<file path="src/udp_rx_pkg.sv">
package udp_rx_pkg;

	// ********************
	// basic types
	// ********************
	typedef logic [47:0] mac_addr_t;
	typedef logic [31:0] ip_addr_t;
	typedef logic [15:0] byte_len_t;

	// one byte of a stream, no back-pressure
	typedef struct packed {
		logic       valid;
		logic [7:0] data;
		logic       last;   // final byte of the stream
	} byte_beat_t;

	// single-cycle length announcement
	typedef struct packed {
		logic      valid;
		byte_len_t len;
	} len_msg_t;

	// ********************
	// protocol constants
	// ********************
	localparam logic [7:0]  preamble_byte = 8'h55;
	localparam logic [7:0]  sfd_byte      = 8'hd5;
	localparam logic [5:0]  preamble_len  = 6'd7;     // 0x55 bytes before the sfd
	localparam logic [15:0] eth_type_ipv4 = 16'h0800;
	localparam logic [7:0]  ip_proto_udp  = 8'd17;
	localparam byte_len_t   udp_head_len  = 16'd8;
	localparam mac_addr_t   broadcast_mac = 48'hff_ff_ff_ff_ff_ff;

	// command layer
	localparam logic [15:0] opcode_cfg   = 16'h0001;
	localparam byte_len_t   cfg_head_len = 16'd4;     // opcode + packet number
	localparam byte_len_t   cmd_head_len = 16'd2;     // opcode only

endpackage

</file>
<file path="src/gmii_frame_parser.sv">
`timescale 1ns/1ps

module gmii_frame_parser import udp_rx_pkg::*; #(
	parameter mac_addr_t board_mac = 48'h00_11_22_33_44_55,
	parameter ip_addr_t  board_ip  = {8'd192, 8'd168, 8'd1, 8'd10}
) (
	input  logic       clk,
	input  logic       rst_n,
	input  logic       gmii_rx_dv,
	input  logic [7:0] gmii_rxd,
	output byte_beat_t pay_beat,
	output len_msg_t   pay_len
);

	// one-hot frame states
	typedef enum logic [6:0] {
		st_idle     = 7'b000_0001,
		st_preamble = 7'b000_0010,
		st_eth_head = 7'b000_0100,
		st_ip_head  = 7'b000_1000,
		st_udp_head = 7'b001_0000,
		st_payload  = 7'b010_0000,
		st_wait_end = 7'b100_0000
	} state_t;

	state_t      state;
	logic [5:0]  cnt;           // byte index inside the current header
	mac_addr_t   dst_mac;
	logic [15:0] eth_type;
	logic [3:0]  ip_ihl;        // ip header length in 32-bit words
	logic [7:0]  ip_proto;
	ip_addr_t    dst_ip;
	byte_len_t   udp_len;
	byte_len_t   pay_left;      // payload bytes still to come

	logic [5:0]  ip_last;
	logic        mac_ok;
	logic        has_pay;
	byte_len_t   pay_size;

	// index of the final ip header byte, options included
	assign ip_last  = {ip_ihl, 2'b00} - 6'd1;
	assign mac_ok   = (dst_mac == board_mac) || (dst_mac == broadcast_mac);
	assign pay_size = udp_len - udp_head_len;
	assign has_pay  = udp_len > udp_head_len;

	always_ff @(posedge clk or negedge rst_n) begin
		if (!rst_n) begin
			state    <= st_idle;
			cnt      <= '0;
			dst_mac  <= '0;
			eth_type <= '0;
			ip_ihl   <= '0;
			ip_proto <= '0;
			dst_ip   <= '0;
			udp_len  <= '0;
			pay_left <= '0;
			pay_beat <= '0;
			pay_len  <= '0;
		end else begin
			pay_beat.valid <= 1'b0;
			pay_beat.last  <= 1'b0;
			pay_len.valid  <= 1'b0;

			case (state)
				st_idle: begin
					if (gmii_rx_dv) begin
						cnt   <= 6'd1;    // first preamble byte consumed here
						state <= (gmii_rxd == preamble_byte) ? st_preamble : st_wait_end;
					end
				end

				st_preamble: begin
					if (gmii_rx_dv) begin
						cnt <= cnt + 6'd1;
						if (cnt == preamble_len) begin
							cnt   <= '0;
							state <= (gmii_rxd == sfd_byte) ? st_eth_head : st_wait_end;
						end else if (gmii_rxd != preamble_byte) begin
							state <= st_wait_end;
						end
					end
				end

				// ********************
				// ethernet header, 14 bytes
				// ********************
				st_eth_head: begin
					if (gmii_rx_dv) begin
						cnt <= cnt + 6'd1;
						if (cnt < 6'd6) begin
							dst_mac <= {dst_mac[39:0], gmii_rxd};
						end else if (cnt >= 6'd12) begin
							eth_type <= {eth_type[7:0], gmii_rxd};
						end
						if (cnt == 6'd13) begin
							cnt   <= '0;
							state <= st_ip_head;
						end
					end
				end

				// mac and ethertype get checked on the first ip byte
				st_ip_head: begin
					if (gmii_rx_dv) begin
						cnt <= cnt + 6'd1;
						if (cnt == 6'd0) begin
							ip_ihl <= gmii_rxd[3:0];
							if (!mac_ok || eth_type != eth_type_ipv4 || gmii_rxd[3:0] < 4'd5)
								state <= st_wait_end;
						end else if (cnt == 6'd9) begin
							ip_proto <= gmii_rxd;
						end else if (cnt >= 6'd16 && cnt <= 6'd19) begin
							dst_ip <= {dst_ip[23:0], gmii_rxd};
						end
						if (cnt == ip_last) begin    // option bytes fall through to here
							cnt   <= '0;
							state <= st_udp_head;
						end
					end
				end

				// ********************
				// udp header, 8 bytes
				// ********************
				st_udp_head: begin
					if (gmii_rx_dv) begin
						cnt <= cnt + 6'd1;
						if (cnt == 6'd0 && (ip_proto != ip_proto_udp || dst_ip != board_ip)) begin
							state <= st_wait_end;
						end else if (cnt == 6'd4 || cnt == 6'd5) begin
							udp_len <= {udp_len[7:0], gmii_rxd};
						end else if (cnt == 6'd7) begin
							cnt      <= '0;
							pay_left <= pay_size;
							pay_len  <= '{valid: has_pay, len: pay_size};
							state    <= has_pay ? st_payload : st_wait_end;
						end
					end
				end

				st_payload: begin
					if (gmii_rx_dv) begin
						pay_left <= pay_left - 16'd1;
						pay_beat <= '{valid: 1'b1, data: gmii_rxd, last: pay_left == 16'd1};
						if (pay_left == 16'd1)
							state <= st_wait_end;
					end
				end

				// fcs and trailing bytes are dropped
				st_wait_end: begin
					if (!gmii_rx_dv)
						state <= st_idle;
				end

				default: state <= st_idle;
			endcase
		end
	end

endmodule

</file>
<file path="src/udp_cmd_dispatch.sv">
`timescale 1ns/1ps

module udp_cmd_dispatch import udp_rx_pkg::*; (
	input  logic       clk,
	input  logic       rst_n,
	input  byte_beat_t pay_beat,
	input  len_msg_t   pay_len,
	output byte_beat_t cfg_beat,
	output len_msg_t   cfg_len,
	output len_msg_t   cfg_pkg_num,
	output byte_beat_t user_beat,
	output len_msg_t   user_len
);

	typedef enum logic [1:0] {
		md_idle,
		md_opcode,    // bytes 0 and 1
		md_cfg,
		md_user
	} mode_t;

	mode_t       mode;
	byte_len_t   len_q;     // payload length announced by the parser
	byte_len_t   idx;       // index of the incoming payload byte
	logic [7:0]  op_hi;
	logic [7:0]  pkg_hi;
	logic [15:0] opcode;

	// opcode is big-endian, complete on byte 1
	assign opcode = {op_hi, pay_beat.data};

	always_ff @(posedge clk or negedge rst_n) begin
		if (!rst_n) begin
			mode        <= md_idle;
			len_q       <= '0;
			idx         <= '0;
			op_hi       <= '0;
			pkg_hi      <= '0;
			cfg_beat    <= '0;
			cfg_len     <= '0;
			cfg_pkg_num <= '0;
			user_beat   <= '0;
			user_len    <= '0;
		end else begin
			cfg_beat.valid    <= 1'b0;
			cfg_beat.last     <= 1'b0;
			user_beat.valid   <= 1'b0;
			user_beat.last    <= 1'b0;
			cfg_len.valid     <= 1'b0;
			cfg_pkg_num.valid <= 1'b0;
			user_len.valid    <= 1'b0;

			if (pay_len.valid) begin
				// a new payload always restarts the decode
				len_q <= pay_len.len;
				idx   <= '0;
				mode  <= md_opcode;
			end else if (pay_beat.valid) begin
				idx <= idx + 16'd1;
				case (mode)
					md_opcode: begin
						if (idx == 16'd0) begin
							op_hi <= pay_beat.data;
							if (pay_beat.last)
								mode <= md_idle;    // no room for an opcode
						end else if (opcode != opcode_cfg) begin
							user_len <= '{valid: 1'b1, len: len_q - cmd_head_len};
							mode     <= pay_beat.last ? md_idle : md_user;
						end else if (len_q >= cfg_head_len) begin
							cfg_len <= '{valid: 1'b1, len: len_q - cfg_head_len};
							mode    <= md_cfg;
						end else begin
							mode <= md_idle;    // cfg packet too short for its number
						end
					end

					// ********************
					// configuration packet
					// ********************
					md_cfg: begin
						if (idx == 16'd2) begin
							pkg_hi <= pay_beat.data;
						end else if (idx == 16'd3) begin
							cfg_pkg_num <= '{valid: 1'b1, len: {pkg_hi, pay_beat.data}};
						end else begin
							cfg_beat <= pay_beat;    // stream from byte 4 on
						end
						if (pay_beat.last)
							mode <= md_idle;
					end

					md_user: begin
						user_beat <= pay_beat;
						if (pay_beat.last)
							mode <= md_idle;
					end

					default: mode <= md_idle;    // stray beats outside a payload
				endcase
			end
		end
	end

endmodule

</file>
<file path="src/udp_rx_top.sv">
`timescale 1ns/1ps

module udp_rx_top import udp_rx_pkg::*; #(
	parameter mac_addr_t board_mac = 48'h00_11_22_33_44_55,
	parameter ip_addr_t  board_ip  = {8'd192, 8'd168, 8'd1, 8'd10}
) (
	input  logic       clk,
	input  logic       rst_n,
	input  logic       gmii_rx_dv,
	input  logic [7:0] gmii_rxd,
	output byte_beat_t cfg_beat,
	output len_msg_t   cfg_len,
	output len_msg_t   cfg_pkg_num,
	output byte_beat_t user_beat,
	output len_msg_t   user_len
);

	// udp payload between the two stages
	byte_beat_t pay_beat;
	len_msg_t   pay_len;

	gmii_frame_parser #(
		.board_mac (board_mac),
		.board_ip  (board_ip)
	) u_gmii_frame_parser (
		.clk        (clk),
		.rst_n      (rst_n),
		.gmii_rx_dv (gmii_rx_dv),
		.gmii_rxd   (gmii_rxd),
		.pay_beat   (pay_beat),
		.pay_len    (pay_len)
	);

	udp_cmd_dispatch u_udp_cmd_dispatch (
		.clk         (clk),
		.rst_n       (rst_n),
		.pay_beat    (pay_beat),
		.pay_len     (pay_len),
		.cfg_beat    (cfg_beat),
		.cfg_len     (cfg_len),
		.cfg_pkg_num (cfg_pkg_num),
		.user_beat   (user_beat),
		.user_len    (user_len)
	);

endmodule

</file>
<file path="config.mk">
export PLATFORM = sky130hd
export DESIGN_NAME = udp_rx_top
export DESIGN_NICKNAME = d
export VERILOG_FILES = /design/src/udp_rx_pkg.sv /design/src/gmii_frame_parser.sv /design/src/udp_cmd_dispatch.sv /design/src/udp_rx_top.sv
export SDC_FILE = /design/constraint.sdc
export NUM_CORES = 1
export LEC_CHECK = 0
export BUFFER_PORTS_ARGS = -buffer_cell sky130_fd_sc_hd__buf_4
export CELL_PAD_IN_SITES_DETAIL_PLACEMENT = 0
export CELL_PAD_IN_SITES_GLOBAL_PLACEMENT = 2
export CORE_ASPECT_RATIO = 0.5
export CORE_MARGIN = 4
export CORE_UTILIZATION = 45
export CTS_CLUSTER_DIAMETER = 30
export DETAILED_ROUTE_END_ITERATION = 10
export GPL_ROUTABILITY_DRIVEN = 1
export HOLD_SLACK_MARGIN = 0.06
export PLACE_DENSITY = 0.83
export RECOVER_POWER = 100
export SYNTH_ARGS = -nofsm -noshare
export SYNTH_HDL_FRONTEND = slang
export SYNTH_SLANG_ARGS = --single-unit
export TNS_END_PERCENT = 100
</file>
<file path="constraint.sdc">
create_clock -name clk -period 8.1 [get_ports clk]
set_clock_uncertainty 0.1 [all_clocks]
set_input_delay 1.215 -clock clk [delete_from_list [all_inputs] [get_ports clk]]
set_output_delay 1.215 -clock clk [all_outputs]
set_load 0.01 [all_outputs]
</file>
### Word-level counts from Yosys, hierarchy flattened

Cells that the tools add are included.

| cells by class | value |
|---|---|
| add/subtract/negate cells | 7 |
| order comparisons | 7 |
| equality and inequality tests | 45 |
| muxes and demuxes | 79 |
| bitwise gates (word level) | 10 |
| reduce and logical (&&, ||, !) cells | 32 |

Operator list:

| cell | number |
|---|---|
| $mux 17 | 21 |
| $mux 7 | 20 |
| $mux 16 | 7 |
| $mux 10 | 10 |
| $mux 6 | 10 |
| $pmux 7 s7 | 1 |
| $eq 48x37->1 const B | 1 |
| $eq 48x48->1 const B | 1 |
| $eq 16x2->1 const B | 2 |
| $ne 32x32->1 const B | 1 |
| $pmux 16 s2 | 1 |
| $pmux 6 s5 | 1 |
| $reduce_and 5->1 | 5 |
| $reduce_and 4->1 | 5 |
| $eq 6x3->1 const B | 3 |
| $ne 2x2->1 const B | 9 |
| $reduce_and 6->1 | 3 |
| $add 16x1->16 const B | 1 |
| $eq 16x1->1 const B | 1 |
| $ge 16x3->1 const B | 1 |
| $gt 16x4->1 const B | 1 |
| $logic_not 16->1 | 1 |
| $ne 16x1->1 const B | 1 |
| $ne 16x12->1 const B | 1 |
| other kinds (42) | 72 |

| storage, ports and cells | value |
|---|---|
| register bits after elaboration | 301 |
| output and inout bits | 71 |
| word-level logic and storage cells | 211 |

### Longest topological paths before layout

Gate-level depths: netlist of run 1.

| logic depth | value |
|---|---|
| depth after elaboration | 10 |
| mapped depth | 9 |
| gate-level depth less buffers | 8 |

### By module

Synthesis of run 1 repeated with hierarchy kept, for this count alone.

| unflattened totals | value |
|---|---|
| cell total of the unflattened synthesis | 1156 |
| area, all modules | 13644.3 um^2 |

By module, submodules not included:

| module | times used | cells an instance | area each (um^2) |
|---|---|---|---|
| gmii_frame_parser | 1 | 698 | 8385.5 |
| udp_cmd_dispatch | 1 | 458 | 5258.8 |

### Worst setup path before layout of run 1

Ideal clock, no wire load.

| timing path | value |
|---|---|
| path kind | input-to-reg |
| from | input port gmii_rx_dv |
| to | register u_gmii_frame_parser.state[3] |
| library setup time | 0.125 ns |
| arrival | 2.681 ns |
| required time | 7.875 ns |
| path slack | 5.195 ns |
| stages on the path | 7 |
| path through | clkbuf_1 nor3b_1 o211ai_1 o311ai_0 a2111oi_2 nand3_2 mux2_2 |

| on the way | value |
|---|---|
| longest elaborated chain between the ends | 2 |
| elaborated cells between the ends (all ways) | 8 |
| those cells by class | 7 x eq/ne; 1 x reduce/logical |

RTL lines:

| item | RTL line | RTL |
|---|---|---|
| from (decl) | udp_rx_top.sv:9 | `input logic gmii_rx_dv,` |
| $ne 2x2->1 (no line) | -- |  |
| $reduce_and 14->1 (no line) * | -- |  |
| to (signal assigned) | gmii_frame_parser.sv:49 | `state <= st_idle;` |
| to (signal assigned) | gmii_frame_parser.sv:69 | `state <= (gmii_rxd == preamble_byte) ? st_preamble : st_wait_end;` |
| to (signal assigned) | gmii_frame_parser.sv:78 | `state <= (gmii_rxd == sfd_byte) ? st_eth_head : st_wait_end;` |
| to (decl) | gmii_frame_parser.sv:26 | `state_t state;` |

Every way passes the cells marked *; elsewhere a longest branch is shown, timed or not.
A chain may end at the register's enable or synchronous reset.

==> impl_metrics.env, run 1 <==
export IMPL_outcome="complete, but fails checks"
export IMPL_violations="capacitance limit, slew limit"
export IMPL_timing_rr_end="u_udp_cmd_dispatch.cfg_beat[1]"
export IMPL_fillers=2628
export IMPL_hold_violations=0
export IMPL_tns_ns=0
export IMPL_leakage_nw=7.579
export IMPL_post_cts_resized=0
export IMPL_num_vias=9203
export IMPL_grt_first_pass_wirelength_mm=50.04
export IMPL_detail_route_antenna_nets=0
export IMPL_fin_crit_sh_pct=50.81
export IMPL_routed_wl_mm=30.19
export IMPL_end_kind="asynchronous set/reset pin"
export IMPL_yosys_area_share_simple_pct=14.73
export IMPL_cp_arrival_ns=4.00
export IMPL_syn_area_per_cell_um2=11.53
export IMPL_yosys_mux_area_fraction_pct=15.53
export IMPL_fp_row_count=44
export IMPL_worstHoldStart="u_udp_cmd_dispatch.cfg_beat[7]"
export IMPL_wl_per_cell_um=18.01
export IMPL_fin_crit_ns=4.115
export IMPL_synth_cells=1175
export IMPL_powerDensity_mw_per_mm2=220.7
export IMPL_regArea_mm2=0.007533
export IMPL_track_usage_pct=18.67
export IMPL_cpPeakStageDelay_ns=2.16
export IMPL_remaining_drc_errors=0
export IMPL_cts_sinks=301
export IMPL_ctsHoldBuffers=0
export IMPL_synth_top_family_by_area="multiplexers"
export IMPL_die_h_um=130.7
export IMPL_grt_antenna_before_repair=0
export IMPL_layout_nets=1278
export IMPL_multi_input_area_mm2=0.005640
export IMPL_reg2reg_depth=7
export IMPL_dpl_hpwl_mm=20.66
export IMPL_via_per_inst=5.491
export IMPL_tightestPinTransition_ns=2.966
export IMPL_clockRootBuffer="clkbuf_16"
export IMPL_final_layout_size_suffix_gt1_share_pct=21.40
export IMPL_hold_depth=2
export IMPL_ctsHtreeMaxLevel=2
export IMPL_cts_buffers=40
export IMPL_place_gp_congestion=0.8306
export IMPL_yosysTopAreaCellShare_pct=55.41
export IMPL_drt_first_pass_iters=7
export IMPL_cts_clk_slew_worst_paths_ns=0.06
export IMPL_hp_class="flop to flop"
export IMPL_instances_no_fill=1676
export IMPL_synth_seq_cells=301
export IMPL_cap_viol_max_count=5
export IMPL_core_area_mm2=0.02934
export IMPL_vdd_ir_drop_max_v=0.0001387
export IMPL_report_final_setup_viol=0
export IMPL_criticalPathCategory="input port to asynchronous set/reset pin"
export IMPL_crit_slowest_cell="clkbuf_1"
export IMPL_synth_edf_count=0
export IMPL_cts_setup_buffers=0
export IMPL_netlist_area_mm2=0.01355
export IMPL_area_delta_synth_final_pct=14.68
export IMPL_die_w_um=253.4
export IMPL_crit_buf_inv=2
export IMPL_synth_common_cells="300 x dfrtp_1, 182 x mux2_2, 151 x nand2_1"
export IMPL_synth_warning_count=0
export IMPL_path_max_fanout=95
export IMPL_antennaDiodeCount=0
export IMPL_final_max_slew_viol_count=200
export IMPL_grt_max_degree=96
export IMPL_synth_top_cell_by_area="dfrtp_1"
export IMPL_grt_pass1_vias=9165
export IMPL_ys_seq_area_share_pct=55.61
export IMPL_r2r_start="u_gmii_frame_parser.pay_len[16]"
export IMPL_io_pins=82
export IMPL_synth_nets=1199
export IMPL_cts_tree="built"
export IMPL_ys_types=76
export IMPL_synth_xor_area_share_pct=3.232
export IMPL_synth_fa_ha_area_share_pct=1.201
export IMPL_clk_latency_ns=0.53
export IMPL_place_inst=1603
export IMPL_synth_main_ff_cell="dfrtp_1"
export IMPL_synthArstFlopShare_pct=100.0
export IMPL_yosysMostFrequentCell="dfrtp_1"
export IMPL_cp_data_required_time_ns=7.98
export IMPL_cts_max_path_buffers=3
export IMPL_rsz0062_at_grt="no"
export IMPL_r2r_slack_ns=4.49
export IMPL_min_to="u_udp_cmd_dispatch.cfg_beat[7]"
export IMPL_dieArea_mm2=0.03311
export IMPL_synth_compound_gate_area_share_pct=7.139
export IMPL_initial_core_util_pct=46.17
export IMPL_cp_start_kind="input port"
export IMPL_fin_hold_ws_ns=0.3717
export IMPL_grt_overflow=0
export IMPL_drt_iter0_drc=552
export IMPL_path_cells="buf_8 > clkbuf_1"
export IMPL_portBuffers=81
export IMPL_relSlewSlack_pct=-97.75
export IMPL_path_delay_family="buffers and inverters"
export IMPL_synth_area_leaders="dfrtp_1 55%, mux2_2 15%, nand2_1 4.2%"
export IMPL_max_freq_mhz=243.0
-- flip-flops by register name, indices dropped and copies added, names as in the netlist --
| register | flops |
|---|---|
| u_gmii_frame_parser.cnt | 6 |
| u_gmii_frame_parser.dst_ip | 32 |
| u_gmii_frame_parser.dst_mac | 48 |
| u_gmii_frame_parser.eth_type | 16 |
| u_gmii_frame_parser.ip_ihl | 4 |
| u_gmii_frame_parser.ip_proto | 8 |
| u_gmii_frame_parser.pay_beat | 10 |
| u_gmii_frame_parser.pay_left | 16 |
| u_gmii_frame_parser.pay_len | 17 |
| u_gmii_frame_parser.state | 7 |
| u_gmii_frame_parser.udp_len | 16 |
| u_udp_cmd_dispatch.cfg_beat | 10 |
| u_udp_cmd_dispatch.cfg_len | 17 |
| u_udp_cmd_dispatch.cfg_pkg_num | 17 |
| u_udp_cmd_dispatch.idx | 16 |
| u_udp_cmd_dispatch.len_q | 16 |
| u_udp_cmd_dispatch.mode | 2 |
| u_udp_cmd_dispatch.op_hi | 8 |
| u_udp_cmd_dispatch.pkg_hi | 8 |
| u_udp_cmd_dispatch.user_beat | 10 |
| u_udp_cmd_dispatch.user_len | 17 |
-- layer usage --
metal,up-vias,global-route usage (%),share of wire (%),wire (um)
li1,4374,-,-,-
met1,4629,27.68,50,15130
met2,151,28.58,44,13220
met3,49,3.580,4.3,1284
met4,0,4.762,1.9,559
met5,-,0,0,0
-- placed cells by master, fill, tap and decap left out, types with 9 or more instances in the layout --
master / netlist / final
dfrtp_1: 300 / 300
mux2_2: 182 / 182
nand2_1: 151 / 151
clkbuf_1: 31 / 76
o21ai_0: 63 / 70
nor2_1: 57 / 57
clkbuf_16: 0 / 41
nor4_1: 30 / 31
inv_1: 30 / 30
xnor2_1: 30 / 30
nor3_1: 28 / 28
a21oi_1: 26 / 26
nand4_1: 23 / 23
nand3_1: 21 / 22
xor2_1: 20 / 20
ha_1: 13 / 13
nor4b_1: 11 / 11
buf_4: 1 / 11
clkinv_2: 0 / 10
and3_1: 9 / 9
or3_1: 9 / 9
-- final cells by class --
class / count / area share, %
timing repair buffer: 87 / 2.440
clock inverter: 28 / 1.949
sequential: 301 / 48.49
clock buffer: 45 / 6.894
inverter: 32 / 0.7731
tap: 391 / 3.149
multi-input combinational: 792 / 36.30
-- metrics by stage --
step | utilization [%] | power (W) | setup WS, ns | instance area (um^2)
2_1_floorplan | - | 0.001609 | 5.195 | 13550
3_3_place_gp | 49.35 | 0.001666 | 4.836 | 14480
3_5_place_dp | 49.35 | 0.001666 | 4.836 | 14480
4_1_cts | 54.03 | 0.003479 | 4.851 | 15860
5_1_grt | 52.95 | 0.003560 | 3.267 | 15540
6_report | 52.95 | 0.003428 | 3.985 | 15540
-- where the power goes --
group / total (W) / switching [W] / internal, W
clock network: 0.00180 / 0.000698 / 0.00110
logic: 0.000108 / 0.0000781 / 0.0000298
registers: 0.00152 / 0.0000116 / 0.00151
total: 0.00343 / 0.000787 / 0.00264
-- worst max path at each step --
| stage | from | end | slack [ns] | cells after the start |
|---|---|---|---|---|
| floorplan | gmii_rx_dv | u_gmii_frame_parser.state[3] | 5.19 | 7 |
| global placement | gmii_rxd[5] | u_gmii_frame_parser.state[3] | 4.84 | 7 |
| detailed placement | gmii_rxd[5] | u_gmii_frame_parser.state[3] | 4.84 | 7 |
| CTS | u_gmii_frame_parser.state[1] | u_gmii_frame_parser.pay_left[3] | 4.85 | 6 |
| global route | rst_n | u_udp_cmd_dispatch.pkg_hi[0] | 3.27 | 2 |
| finish | rst_n | u_udp_cmd_dispatch.pkg_hi[0] | 3.98 | 2 |
-- kinds of logic (layout without fill, tap and decap cells) --
kind of cell | after synthesis | after routing
AND/OR/NAND/NOR | 388 | 388
flip-flops | 301 | 301
buffers and inverters | 82 | 192
multiplexers | 187 | 187
AO/OA/AOI/OAI | 154 | 154
adder cells (fa/ha/maj) | 13 | 13
XOR/XNOR | 50 | 50
No activity file was read; power rests on OpenSTA's default activity.
==> inputs of run 2 (changes only) <==
CORE_UTILIZATION = 37   (was 45)
PLACE_DENSITY = 0.73   (was 0.83)
clock period = 3.3 ns   (was 8.1 ns; I/O delays follow)
==> impl_metrics.env, run 2 (synthesis results as in run 1) <==
export IMPL_outcome="complete, but fails checks"
export IMPL_violations="capacitance limit, slew limit"
export IMPL_drt_iter0_drc=518
export IMPL_cap_viol_max_count=2
export IMPL_track_usage_pct=15.97
export IMPL_num_vias=9193
export IMPL_critical_path_startpoint="u_gmii_frame_parser.cnt[1]"
export IMPL_path_max_fanout=7
export IMPL_wl_per_cell_um=17.63
export IMPL_die_h_um=143.3
export IMPL_worstHoldStart="gmii_rxd[3]"
export IMPL_detail_route_antenna_nets=0
export IMPL_portBuffers=81
export IMPL_final_layout_size_suffix_gt1_share_pct=22.23
export IMPL_end_kind="flop"
export IMPL_post_cts_resized=0
export IMPL_top_register="u_gmii_frame_parser.dst_mac"
export IMPL_instances_no_fill=1793
export IMPL_cp_data_required_time_ns=3.63
export IMPL_via_per_inst=5.127
export IMPL_area_delta_synth_final_pct=17.72
export IMPL_cpPeakStageDelay_ns=0.56
export IMPL_grt_max_degree=86
export IMPL_die_w_um=278.6
export IMPL_antennaDiodeCount=0
export IMPL_tns_ns=0
export IMPL_vdd_ir_drop_max_v=0.0003084
export IMPL_report_power_total_w=0.008856
export IMPL_dieArea_mm2=0.03993
export IMPL_layout_common_cells="300 x dfrtp_1, 182 x mux2_2, 151 x nand2_1"
export IMPL_ctsHtreeMaxLevel=2
export IMPL_leakage_nw=7.738
export IMPL_layout_nets=1298
export IMPL_max_freq_mhz=332.8
export IMPL_path_cells="inv_1 > ha_1 > or3b_2 > o211ai_1 > o311ai_0 > a2111oi_0 > nand3_2 > mux2_2"
export IMPL_place_gp_congestion=0.8149
export IMPL_grt_antenna_before_repair=0
export IMPL_hp_class="input port to flop"
export IMPL_fin_crit_sh_pct=91.06
export IMPL_drt_first_pass_iters=5
export IMPL_r2r_start="u_gmii_frame_parser.cnt[1]"
export IMPL_criticalPathCategory="flop to flop"
export IMPL_final_max_slew_viol_count=120
export IMPL_core_area_mm2=0.03599
export IMPL_final_common_cell="dfrtp_1"
export IMPL_cts_sinks=301
export IMPL_rsz0062_at_grt="no"
export IMPL_cts_tree="built"
export IMPL_remaining_drc_errors=0
export IMPL_report_final_setup_viol=0
export IMPL_routed_wl_mm=31.61
export IMPL_dpl_hpwl_mm=21.43
export IMPL_reg_largest_list="u_gmii_frame_parser.dst_mac x48, u_gmii_frame_parser.dst_ip x32"
export IMPL_io_pins=82
export IMPL_utilization_pct=44.32
export IMPL_fillers=3406
export IMPL_grt_first_pass_wirelength_mm=51.78
export IMPL_grt_overflow=0
export IMPL_cts_clk_slew_worst_paths_ns=0.05
export IMPL_clockRootBuffer="clkbuf_16"
export IMPL_place_inst=1709
export IMPL_cp_arrival_ns=3.33
export IMPL_powerDensity_mw_per_mm2=555.2
export IMPL_cts_max_path_buffers=3
export IMPL_fp_row_count=49
export IMPL_cts_buffers=46
export IMPL_cp_start_kind="flop"
export IMPL_initial_core_util_pct=37.65
export IMPL_largest_register_ffs=48
export IMPL_grt_pass1_vias=9395
export IMPL_hold_violations=0
export IMPL_clk_latency_ns=0.54
export IMPL_tightestPinTransition_ns=2.304
export IMPL_relSlewSlack_pct=-53.63
export IMPL_fin_crit_ns=3.005
export IMPL_crit_slowest_cell="a2111oi_0"
[run 2: layout make-up]
| type | instances | area [um^2] | share of cell area (%) |
|---|---|---|---|
| clock inverter | 19 | 222.7 | 1.396 |
| inverter | 32 | 120.1 | 0.7531 |
| timing repair buffer | 101 | 503.0 | 3.154 |
| clock buffer | 64 | 1330 | 8.339 |
| multi-input combinational | 792 | 5634 | 35.33 |
| sequential | 301 | 7533 | 47.23 |
| tap | 484 | 605.6 | 3.797 |
[run 2: per-layer routing]
layer / up-vias / track usage [%] / routed length [um]
li1: 4412 / - / -
met1: 4606 / 22.74 / 15440
met2: 135 / 25.70 / 14450
met3: 40 / 2.890 / 1217
met4: 0 / 3.703 / 506
met5: - / 0 / 0
[run 2: repair_timing]
action                                 CTS  global route
endpoints found under the hold margin   82             0
setup buffers                            0             0
hold buffers                             1             0
[run 2: worst max-delay path, delay by kind of cell (launching register included)]
kind	cells	cell delay, ns
simple gates	2	0.79
compound gates	3	0.86
fa+ha+maj	1	0.28
buf+inv	1	0.10
mux	1	0.34
flops	1	0.42
[run 2: per-stage QoR]
step	hold WS [ns]	setup slack, ns	instance area [um^2]
global placement	0.3620	0.4138	14730
floorplan	0.09941	0.7439	13550
CTS	0.1208	0.3345	16300
finish	0.1428	0.2951	15950
detailed placement	0.3638	0.3514	14730
global route	0.1349	0.03391	15950
[run 2: where the power goes]
part | total (W) | internal [W] | switching (W)
registers | 0.00374 | 0.00371 | 0.0000266
clock network | 0.00483 | 0.00312 | 0.00171
logic | 0.000281 | 0.0000821 | 0.000199
[run 2: path summary, 6_finish.rpt]
check / cells after the start / slack [ns] / end
worst max-delay path: 8 / 0.30 / u_gmii_frame_parser.state[3]
worst min-delay path: 2 / 0.14 / u_gmii_frame_parser.ip_proto[3]
max in group asynchronous: 3 / 0.65 / u_gmii_frame_parser.cnt[4]
worst max register to register: 8 / 0.30 / u_gmii_frame_parser.state[3]
min in group asynchronous: 2 / 1.11 / u_udp_cmd_dispatch.cfg_len[10]
worst min register to register: 2 / 0.37 / u_udp_cmd_dispatch.cfg_beat[7]
